`config.mk`:
```
export PLATFORM = sky130hd
export DESIGN_NAME = dual_issue_core
export DESIGN_NICKNAME = d
export VERILOG_FILES = /design/src/common/core_pkg.sv /design/src/hdl/dual_issue_core.sv /design/src/hdl/reg_file.sv /design/src/hdl/writeback_merge.sv /design/src/lane/exec_lane.sv /design/src/lane/inst_decode.sv
export VERILOG_INCLUDE_DIRS = /design/src /design/src/common
export SDC_FILE = /design/constraint.sdc
export NUM_CORES = 2
export LEC_CHECK = 0
export BUFFER_PORTS_ARGS = -buffer_cell sky130_fd_sc_hd__buf_2
export CORE_UTILIZATION = 30
export DETAILED_ROUTE_END_ITERATION = 10
export PLACE_DENSITY = 0.49
export SLEW_MARGIN = 10
export SYNTH_ARGS = -nofsm -noshare
export SYNTH_HDL_FRONTEND = slang
export SYNTH_SLANG_ARGS = --single-unit
```
`constraint.sdc`:
```
create_clock -name clk -period 6.7 [get_ports clk]
set_input_delay 1.005 -clock clk [delete_from_list [all_inputs] [get_ports clk]]
set_output_delay 1.005 -clock clk [all_outputs]
set_load 0.02 [all_outputs]
```
`src/common/core_defs.svh`:
```
`ifndef CORE_DEFS_SVH
`define CORE_DEFS_SVH

// datapath and register file sizes
`define XLEN      32
`define REG_AW    5
`define NUM_REGS  32

// opcode field widths, 3R and 2RI12 formats
`define OP3_W     17
`define OPI_W     10

//////////////////////////////
// 3R opcodes, inst[31:15]
//////////////////////////////
`define OP_ADD_W  17'h00020
`define OP_SUB_W  17'h00022
`define OP_SLT    17'h00024
`define OP_SLTU   17'h00025
`define OP_AND    17'h00029
`define OP_OR     17'h0002A
`define OP_XOR    17'h0002B

//////////////////////////////
// 2RI12 opcodes, inst[31:22]
//////////////////////////////
`define OP_SLTI   10'h008
`define OP_SLTUI  10'h009
`define OP_ADDI_W 10'h00A
`define OP_ANDI   10'h00D
`define OP_ORI    10'h00E
`define OP_XORI   10'h00F

// byte enables on the debug port for a full word write
`define DBG_WE_ALL 4'hF

`endif

```
`src/common/core_pkg.sv`:
```
`include "core_defs.svh"

package core_pkg;

    //////////////////////////////
    // instruction word views
    //////////////////////////////
    typedef struct packed {
        logic [`OP3_W-1:0]  opcode;
        logic [`REG_AW-1:0] rk;
        logic [`REG_AW-1:0] rj;
        logic [`REG_AW-1:0] rd;
    } reg3_fmt_t;

    typedef struct packed {
        logic [`OPI_W-1:0]  opcode;
        logic [11:0]        imm12;
        logic [`REG_AW-1:0] rj;
        logic [`REG_AW-1:0] rd;
    } ri12_fmt_t;

    // same 32 bits, decoded as either format
    typedef union packed {
        reg3_fmt_t reg3;
        ri12_fmt_t ri12;
    } instr_word_u;

    typedef struct packed {
        logic             valid;
        logic [`XLEN-1:0] pc;
        instr_word_u      ir;
    } issue_slot_t;

    typedef enum logic [3:0] {
        ALU_ADD,
        ALU_SUB,
        ALU_SLT,
        ALU_SLTU,
        ALU_AND,
        ALU_OR,
        ALU_XOR
    } alu_op_e;

    typedef struct packed {
        alu_op_e            op;
        logic [`REG_AW-1:0] rj;
        logic [`REG_AW-1:0] rk;
        logic [`REG_AW-1:0] rd;
        logic [`XLEN-1:0]   imm;
        logic               use_imm;
        logic               rf_we;
    } decoded_t;

    typedef struct packed {
        logic               we;
        logic [`REG_AW-1:0] waddr;
        logic [`XLEN-1:0]   wdata;
        logic [`XLEN-1:0]   pc;
    } lane_result_t;

    // same fields as the debug0/debug1 writeback ports
    typedef struct packed {
        logic [`XLEN-1:0]   pc;
        logic [3:0]         rf_we;
        logic [`REG_AW-1:0] rf_wnum;
        logic [`XLEN-1:0]   rf_wdata;
    } debug_wb_t;

endpackage

```
`src/hdl/dual_issue_core.sv`:
```
`timescale 1ns/1ps
`include "core_defs.svh"

module dual_issue_core
    import core_pkg::*;
(
    input  logic        clk,
    input  logic        i_arst_n,
    input  issue_slot_t i_slot0,
    input  issue_slot_t i_slot1,
    output debug_wb_t   o_debug0,
    output debug_wb_t   o_debug1
);
    // lane 0 on ports a, lane 1 on ports b
    logic [`REG_AW-1:0] raddr_a1, raddr_a2, raddr_b1, raddr_b2;
    logic [`XLEN-1:0]   rdata_a1, rdata_a2, rdata_b1, rdata_b2;
    logic               we_a, we_b;
    logic [`REG_AW-1:0] waddr_a, waddr_b;
    logic [`XLEN-1:0]   wdata_a, wdata_b;
    lane_result_t       res0, res1;

    exec_lane u_lane0 (
        .i_slot (i_slot0), .o_raddr1 (raddr_a1), .o_raddr2 (raddr_a2),
        .i_rdata1 (rdata_a1), .i_rdata2 (rdata_a2), .o_result (res0)
    );

    exec_lane u_lane1 (
        .i_slot (i_slot1), .o_raddr1 (raddr_b1), .o_raddr2 (raddr_b2),
        .i_rdata1 (rdata_b1), .i_rdata2 (rdata_b2), .o_result (res1)
    );

    reg_file u_rf (
        .clk (clk), .i_arst_n (i_arst_n),
        .i_raddr_a1 (raddr_a1), .i_raddr_a2 (raddr_a2),
        .i_raddr_b1 (raddr_b1), .i_raddr_b2 (raddr_b2),
        .o_rdata_a1 (rdata_a1), .o_rdata_a2 (rdata_a2),
        .o_rdata_b1 (rdata_b1), .o_rdata_b2 (rdata_b2),
        .i_we_a (we_a), .i_we_b (we_b),
        .i_waddr_a (waddr_a), .i_waddr_b (waddr_b),
        .i_wdata_a (wdata_a), .i_wdata_b (wdata_b)
    );

    writeback_merge u_wb (
        .clk (clk), .i_arst_n (i_arst_n),
        .i_res0 (res0), .i_res1 (res1),
        .o_we_a (we_a), .o_we_b (we_b),
        .o_waddr_a (waddr_a), .o_waddr_b (waddr_b),
        .o_wdata_a (wdata_a), .o_wdata_b (wdata_b),
        .o_debug0 (o_debug0), .o_debug1 (o_debug1)
    );

endmodule

```
`src/hdl/reg_file.sv`:
```
`timescale 1ns/1ps
`include "core_defs.svh"

module reg_file (
    input  logic               clk,
    input  logic               i_arst_n,
    input  logic [`REG_AW-1:0] i_raddr_a1,
    input  logic [`REG_AW-1:0] i_raddr_a2,
    input  logic [`REG_AW-1:0] i_raddr_b1,
    input  logic [`REG_AW-1:0] i_raddr_b2,
    output logic [`XLEN-1:0]   o_rdata_a1,
    output logic [`XLEN-1:0]   o_rdata_a2,
    output logic [`XLEN-1:0]   o_rdata_b1,
    output logic [`XLEN-1:0]   o_rdata_b2,
    input  logic               i_we_a,
    input  logic               i_we_b,
    input  logic [`REG_AW-1:0] i_waddr_a,
    input  logic [`REG_AW-1:0] i_waddr_b,
    input  logic [`XLEN-1:0]   i_wdata_a,
    input  logic [`XLEN-1:0]   i_wdata_b
);
    // r0 has no storage
    logic [`XLEN-1:0] regs [1:`NUM_REGS-1];

    function automatic logic [`XLEN-1:0] rd_port(input logic [`REG_AW-1:0] addr);
        return (addr == '0) ? '0 : regs[addr];
    endfunction

    assign o_rdata_a1 = rd_port(i_raddr_a1);
    assign o_rdata_a2 = rd_port(i_raddr_a2);
    assign o_rdata_b1 = rd_port(i_raddr_b1);
    assign o_rdata_b2 = rd_port(i_raddr_b2);

    // ports a and b never target the same register
    always_ff @(posedge clk or negedge i_arst_n) begin
        if (!i_arst_n) begin
            for (int i = 1; i < `NUM_REGS; i++) begin
                regs[i] <= '0;
            end
        end else begin
            if (i_we_a && i_waddr_a != '0)
                regs[i_waddr_a] <= i_wdata_a;
            if (i_we_b && i_waddr_b != '0)
                regs[i_waddr_b] <= i_wdata_b;
        end
    end

endmodule

```
`src/hdl/writeback_merge.sv`:
```
`timescale 1ns/1ps
`include "core_defs.svh"

module writeback_merge
    import core_pkg::*;
(
    input  logic               clk,
    input  logic               i_arst_n,
    input  lane_result_t       i_res0,
    input  lane_result_t       i_res1,
    output logic               o_we_a,
    output logic               o_we_b,
    output logic [`REG_AW-1:0] o_waddr_a,
    output logic [`REG_AW-1:0] o_waddr_b,
    output logic [`XLEN-1:0]   o_wdata_a,
    output logic [`XLEN-1:0]   o_wdata_b,
    output debug_wb_t          o_debug0,
    output debug_wb_t          o_debug1
);
    logic same_dst;

    function automatic debug_wb_t to_debug(input lane_result_t res);
        debug_wb_t rec;
        rec.pc       = res.pc;
        rec.rf_we    = res.we ? `DBG_WE_ALL : 4'h0;
        rec.rf_wnum  = res.waddr;
        rec.rf_wdata = res.wdata;
        return rec;
    endfunction

    //////////////////////////////
    // register file writes
    //////////////////////////////
    // slot 1 is younger, so its value wins
    assign same_dst  = i_res0.we && i_res1.we && (i_res0.waddr == i_res1.waddr)
                       && (i_res0.waddr != '0);
    assign o_we_a    = i_res0.we & ~same_dst;
    assign o_waddr_a = i_res0.waddr;
    assign o_wdata_a = i_res0.wdata;
    assign o_we_b    = i_res1.we;
    assign o_waddr_b = i_res1.waddr;
    assign o_wdata_b = i_res1.wdata;

    // debug records show both writes, even a suppressed one
    always_ff @(posedge clk or negedge i_arst_n) begin
        if (!i_arst_n) begin
            o_debug0 <= '0;
            o_debug1 <= '0;
        end else begin
            o_debug0 <= to_debug(i_res0);
            o_debug1 <= to_debug(i_res1);
        end
    end

endmodule

```
`src/lane/exec_lane.sv`:
```
`timescale 1ns/1ps
`include "core_defs.svh"

module exec_lane
    import core_pkg::*;
(
    input  issue_slot_t        i_slot,
    output logic [`REG_AW-1:0] o_raddr1,
    output logic [`REG_AW-1:0] o_raddr2,
    input  logic [`XLEN-1:0]   i_rdata1,
    input  logic [`XLEN-1:0]   i_rdata2,
    output lane_result_t       o_result
);
    decoded_t         dec;
    logic [`XLEN-1:0] src1;
    logic [`XLEN-1:0] src2;
    logic [`XLEN-1:0] alu_out;

    inst_decode u_dec (
        .i_ir  (i_slot.ir),
        .o_dec (dec)
    );

    assign o_raddr1 = dec.rj;
    assign o_raddr2 = dec.rk;

    // operand select
    assign src1 = i_rdata1;
    assign src2 = dec.use_imm ? dec.imm : i_rdata2;

    //////////////////////////////
    // ALU
    //////////////////////////////
    always_comb begin
        case (dec.op)
            ALU_ADD:  alu_out = src1 + src2;
            ALU_SUB:  alu_out = src1 - src2;
            ALU_SLT:  alu_out = {{(`XLEN-1){1'b0}}, ($signed(src1) < $signed(src2))};
            ALU_SLTU: alu_out = {{(`XLEN-1){1'b0}}, (src1 < src2)};
            ALU_AND:  alu_out = src1 & src2;
            ALU_OR:   alu_out = src1 | src2;
            ALU_XOR:  alu_out = src1 ^ src2;
            default:  alu_out = '0;
        endcase
    end

    // only a valid slot with a known opcode writes
    assign o_result.we    = i_slot.valid & dec.rf_we;
    assign o_result.waddr = dec.rd;
    assign o_result.wdata = alu_out;
    assign o_result.pc    = i_slot.pc;

endmodule

```
`src/lane/inst_decode.sv`:
```
`timescale 1ns/1ps
`include "core_defs.svh"

module inst_decode
    import core_pkg::*;
(
    input  instr_word_u i_ir,
    output decoded_t    o_dec
);
    logic [`XLEN-1:0] imm_sext;
    logic [`XLEN-1:0] imm_zext;
    logic             hit_reg3;

    assign imm_sext = {{(`XLEN-12){i_ir.ri12.imm12[11]}}, i_ir.ri12.imm12};
    assign imm_zext = {{(`XLEN-12){1'b0}}, i_ir.ri12.imm12};

    //////////////////////////////
    // 3R format
    //////////////////////////////
    always_comb begin
        hit_reg3  = 1'b1;
        o_dec.op  = ALU_ADD;
        case (i_ir.reg3.opcode)
            `OP_ADD_W: o_dec.op = ALU_ADD;
            `OP_SUB_W: o_dec.op = ALU_SUB;
            `OP_SLT:   o_dec.op = ALU_SLT;
            `OP_SLTU:  o_dec.op = ALU_SLTU;
            `OP_AND:   o_dec.op = ALU_AND;
            `OP_OR:    o_dec.op = ALU_OR;
            `OP_XOR:   o_dec.op = ALU_XOR;
            default:   hit_reg3 = 1'b0;
        endcase

        // register fields sit at the same bits in both views
        o_dec.rj      = i_ir.reg3.rj;
        o_dec.rk      = i_ir.reg3.rk;
        o_dec.rd      = i_ir.reg3.rd;
        o_dec.imm     = '0;
        o_dec.use_imm = 1'b0;
        o_dec.rf_we   = hit_reg3;

        //////////////////////////////
        // 2RI12 format
        //////////////////////////////
        if (!hit_reg3) begin
            o_dec.use_imm = 1'b1;
            o_dec.rf_we   = 1'b1;
            o_dec.imm     = imm_sext;
            case (i_ir.ri12.opcode)
                `OP_ADDI_W: o_dec.op = ALU_ADD;
                `OP_SLTI:   o_dec.op = ALU_SLT;
                `OP_SLTUI:  o_dec.op = ALU_SLTU;
                `OP_ANDI: begin
                    o_dec.op  = ALU_AND;
                    o_dec.imm = imm_zext;
                end
                `OP_ORI: begin
                    o_dec.op  = ALU_OR;
                    o_dec.imm = imm_zext;
                end
                `OP_XORI: begin
                    o_dec.op  = ALU_XOR;
                    o_dec.imm = imm_zext;
                end
                // unknown word, no write
                default: o_dec.rf_we = 1'b0;
            endcase
        end
    end

endmodule

```
==> qor.yml <==
cts:
  root_buffer: "clkbuf_16"
  numClockSinks: 1132
  clk_pin_slew_ns: 0.05
  cts_tree: "yes"
  clock_path_buffers: 4
  numCtsBuffers: 153
  clock_latency_ns: 0.89
  hold_buffers: 0
  htreeDepth: 4
routing:
  drt.antenna.violating_nets: 0
  drc: 0
  drt-initial-drc-count: 14600
  dr_wl_met3_um: 69300
  post_drt_via_cell_ratio: 6.66
  wl_met1_um: 193000
  firstDrtPassIters: 9
  routed.top_layer: "met5"
  vias: 88200
  wl_um: 516000
  wl_per_cell_um: 38.9
  route.met2.wl_um: 207000
sta:
  fin_ws_ns: 0.228
  timing.final.crit_share: 0.966
  period_needed_ns: 6.47
  clock_skew_ns: 0.0710
  hold_viol_final: 0
  fmaxAchievable_mhz: 155
  slew_viol_final: 8
  hold_slack_ns: 0.125
  setup_viol: 0
  worst_pin_slew_ns: 1.52
  slew_headroom: -0.0143
  rsz0062_at_grt: "false"
power:
  p_sw_uw: 5410
  power_frac_seq: 0.379
  clockPowerShare: 0.470
  powerDensity_nw_per_um2: 169
  peakVddDrop_mv: 0.176
  swShare: 0.291
  internal-power_uw: 13200
  p_leak_uw: 0.0448
  p_comb_frac: 0.151
critical_path:
  cpMostUsedCell: "buf_4"
  critPathBufInv: 11
  cp-start-kind: "input port"
  path_max_fanout: 32
  cpMaxStageDelayCell: "o31ai_1"
  setup.worst_path.end_class: "flop"
  critPathKind: "in2reg"
  crit_family: "compound AO/OA/AOI/OAI gates"
  critPathArrivalTime_ns: 7.14
  max_stage_delay_ns: 0.88
  critPathRequiredTime_ns: 7.37
layout:
  area_growth_pct: 20.7
  final_core_util: 0.365
  drive_gt1_frac: 0.336
  instances_no_fill: 13300
  fillCellCount: 29700
  finalNetCount: 9462
  fin_area_um2: 110000
synth:
  synth_most_common_cell: "mux4_2"
  synth_edf_count: 0
  synthTopCellsByArea: "dfrtp_1 (31%), mux4_2 (29%), o21ai_0 (5.2%), o211ai_1 (3.1%), nand2_1 (2.8%)"
  synth-async-reset-ratio: 1.00
  synth.cell_area_um2: 91000
  synth_flop_cell: "dfrtp_1"
  synth_cell_types: 102
  ys_seq_elements: 1132
  synth_fp_nets: 8949
  seq_area_frac_synth: 0.311
  avgSynthCellArea_um2: 10.6
  netlist.area_leader.share: 0.311
  yosysWarnings: 0
  synth_common_cells: "mux4_2 (1152), dfrtp_1 (1132), o21ai_0 (937)"
  syn_inst: 8620
  synth_top_area_cell: "dfrtp_1"
global_route:
  grt_max_degree: 153
  grt_first_pass_wirelength_um: 701000
  grt-ovfl-total: 0
  antenna_found_initial: 58
  track_usage: 0.329
  grt_pass1_vias: 83400
run:
  max_cap_viol_count: 1
die:
  dieArea_um2: 305000
  die_width_um: 553
  core-area_um2: 301000
  fp-row-count: 201
  start_util: 0.302
  num_io_pins: 278
  die_y_um: 553
place:
  placed_area_um2: 105000
  dp_hpwl_um: 356000
  dpl.cell_count: 12900
  io_buffers: 277
  gp_congestion: 1.01
  pre_cts_slack_ns: -0.709
run_status:
  outcome: "finished, violations left"
  violations: "capacitance limit, slew limit"
worst_hold_path:
  hold_class: "in2async"
## through the flow
stage	setup TNS (ns)	total power (uW)
floorplan	0	8480
global route	0	19000
detailed placement	-283.35	9910
global placement	-289.18	9880
finish	0	18600
CTS	0	18600
## path summary, 6_finish.rpt
check	startpoint	end	slack (ns)	cells past startpoint
setup / recovery	i_slot0[16]	u_rf.regs[888]	0.23	26
hold / removal	i_arst_n	u_rf.regs[371]	0.13	1
setup reg to reg	u_rf.regs[256]	u_rf.regs[888]	0.45	21
hold reg to reg	u_rf.regs[532]	u_rf.regs[532]	0.58	2
max in group asynchronous	i_arst_n	u_rf.regs[888]	4.64	3
min in group clk	i_slot1[35]	u_wb.o_debug1[44]	0.22	1
## layout by cell type, fill, tap and decap left out, types with 168 or more instances in the layout
cell type  synthesis  routed
nor2_1           613     561
mux2i_1          169     168
ha_1             193     193
a21oi_1          450     438
dfrtp_1         1132    1132
buf_4             25     872
o21ai_0          937     932
buf_12             0     184
buf_2            201     257
o211ai_1         374     374
o22ai_1          216     212
nand2_1          679     648
mux4_2          1152    1152
inv_1            233     233
## cells by family after synthesis
logic type | Yosys count | share of synthesized area
compound gates | 2831 | 0.197
simple gates | 1766 | 0.0869
mux | 1458 | 0.321
buf+inv | 1201 | 0.0535
flops | 1132 | 0.311
fa+ha+maj | 197 | 0.0274
xor+xnor | 35 | 0.00337
## registers in the layout, indices dropped and copies added (netlist names)
register,count
u_rf.regs,992
u_wb.o_debug0,70
u_wb.o_debug1,70
## routing by layer
metal  vias up  track usage
met5         -      0.00266
met4        16        0.249
met3      1641        0.119
met2      7229        0.450
met1     44900        0.419
li1      34500            -
## final cells by class
class	instances	area, um2	share of cell area
Tap cell	3958	4950	0.0451
Inverter	234	878	0.00800
Antenna cell	55	138	0.00125
Sequential cell	1132	28300	0.258
Clock inverter	50	672	0.00612
Clock buffer	212	4450	0.0405
Multi-Input combinational cell	6287	58700	0.535
Timing Repair Buffer	1325	11700	0.106
## timing repair
action / 4_1_cts / 5_1_grt
setup endpoints to repair: 0 / 346
setup buffers: 0 / 0
gates resized for setup: 0 / 1
## power by group through the flow
stage	combinational, uW	sequential [uW]	clock (uW)
after floorplan	1300	7180	0
after global placement	2730	7150	0
after detailed placement	2750	7160	0
after CTS	2760	7030	8800
after global routing	2900	7050	9070
final	2800	7040	8740
Note: power is estimated with default switching activity, not from simulation.
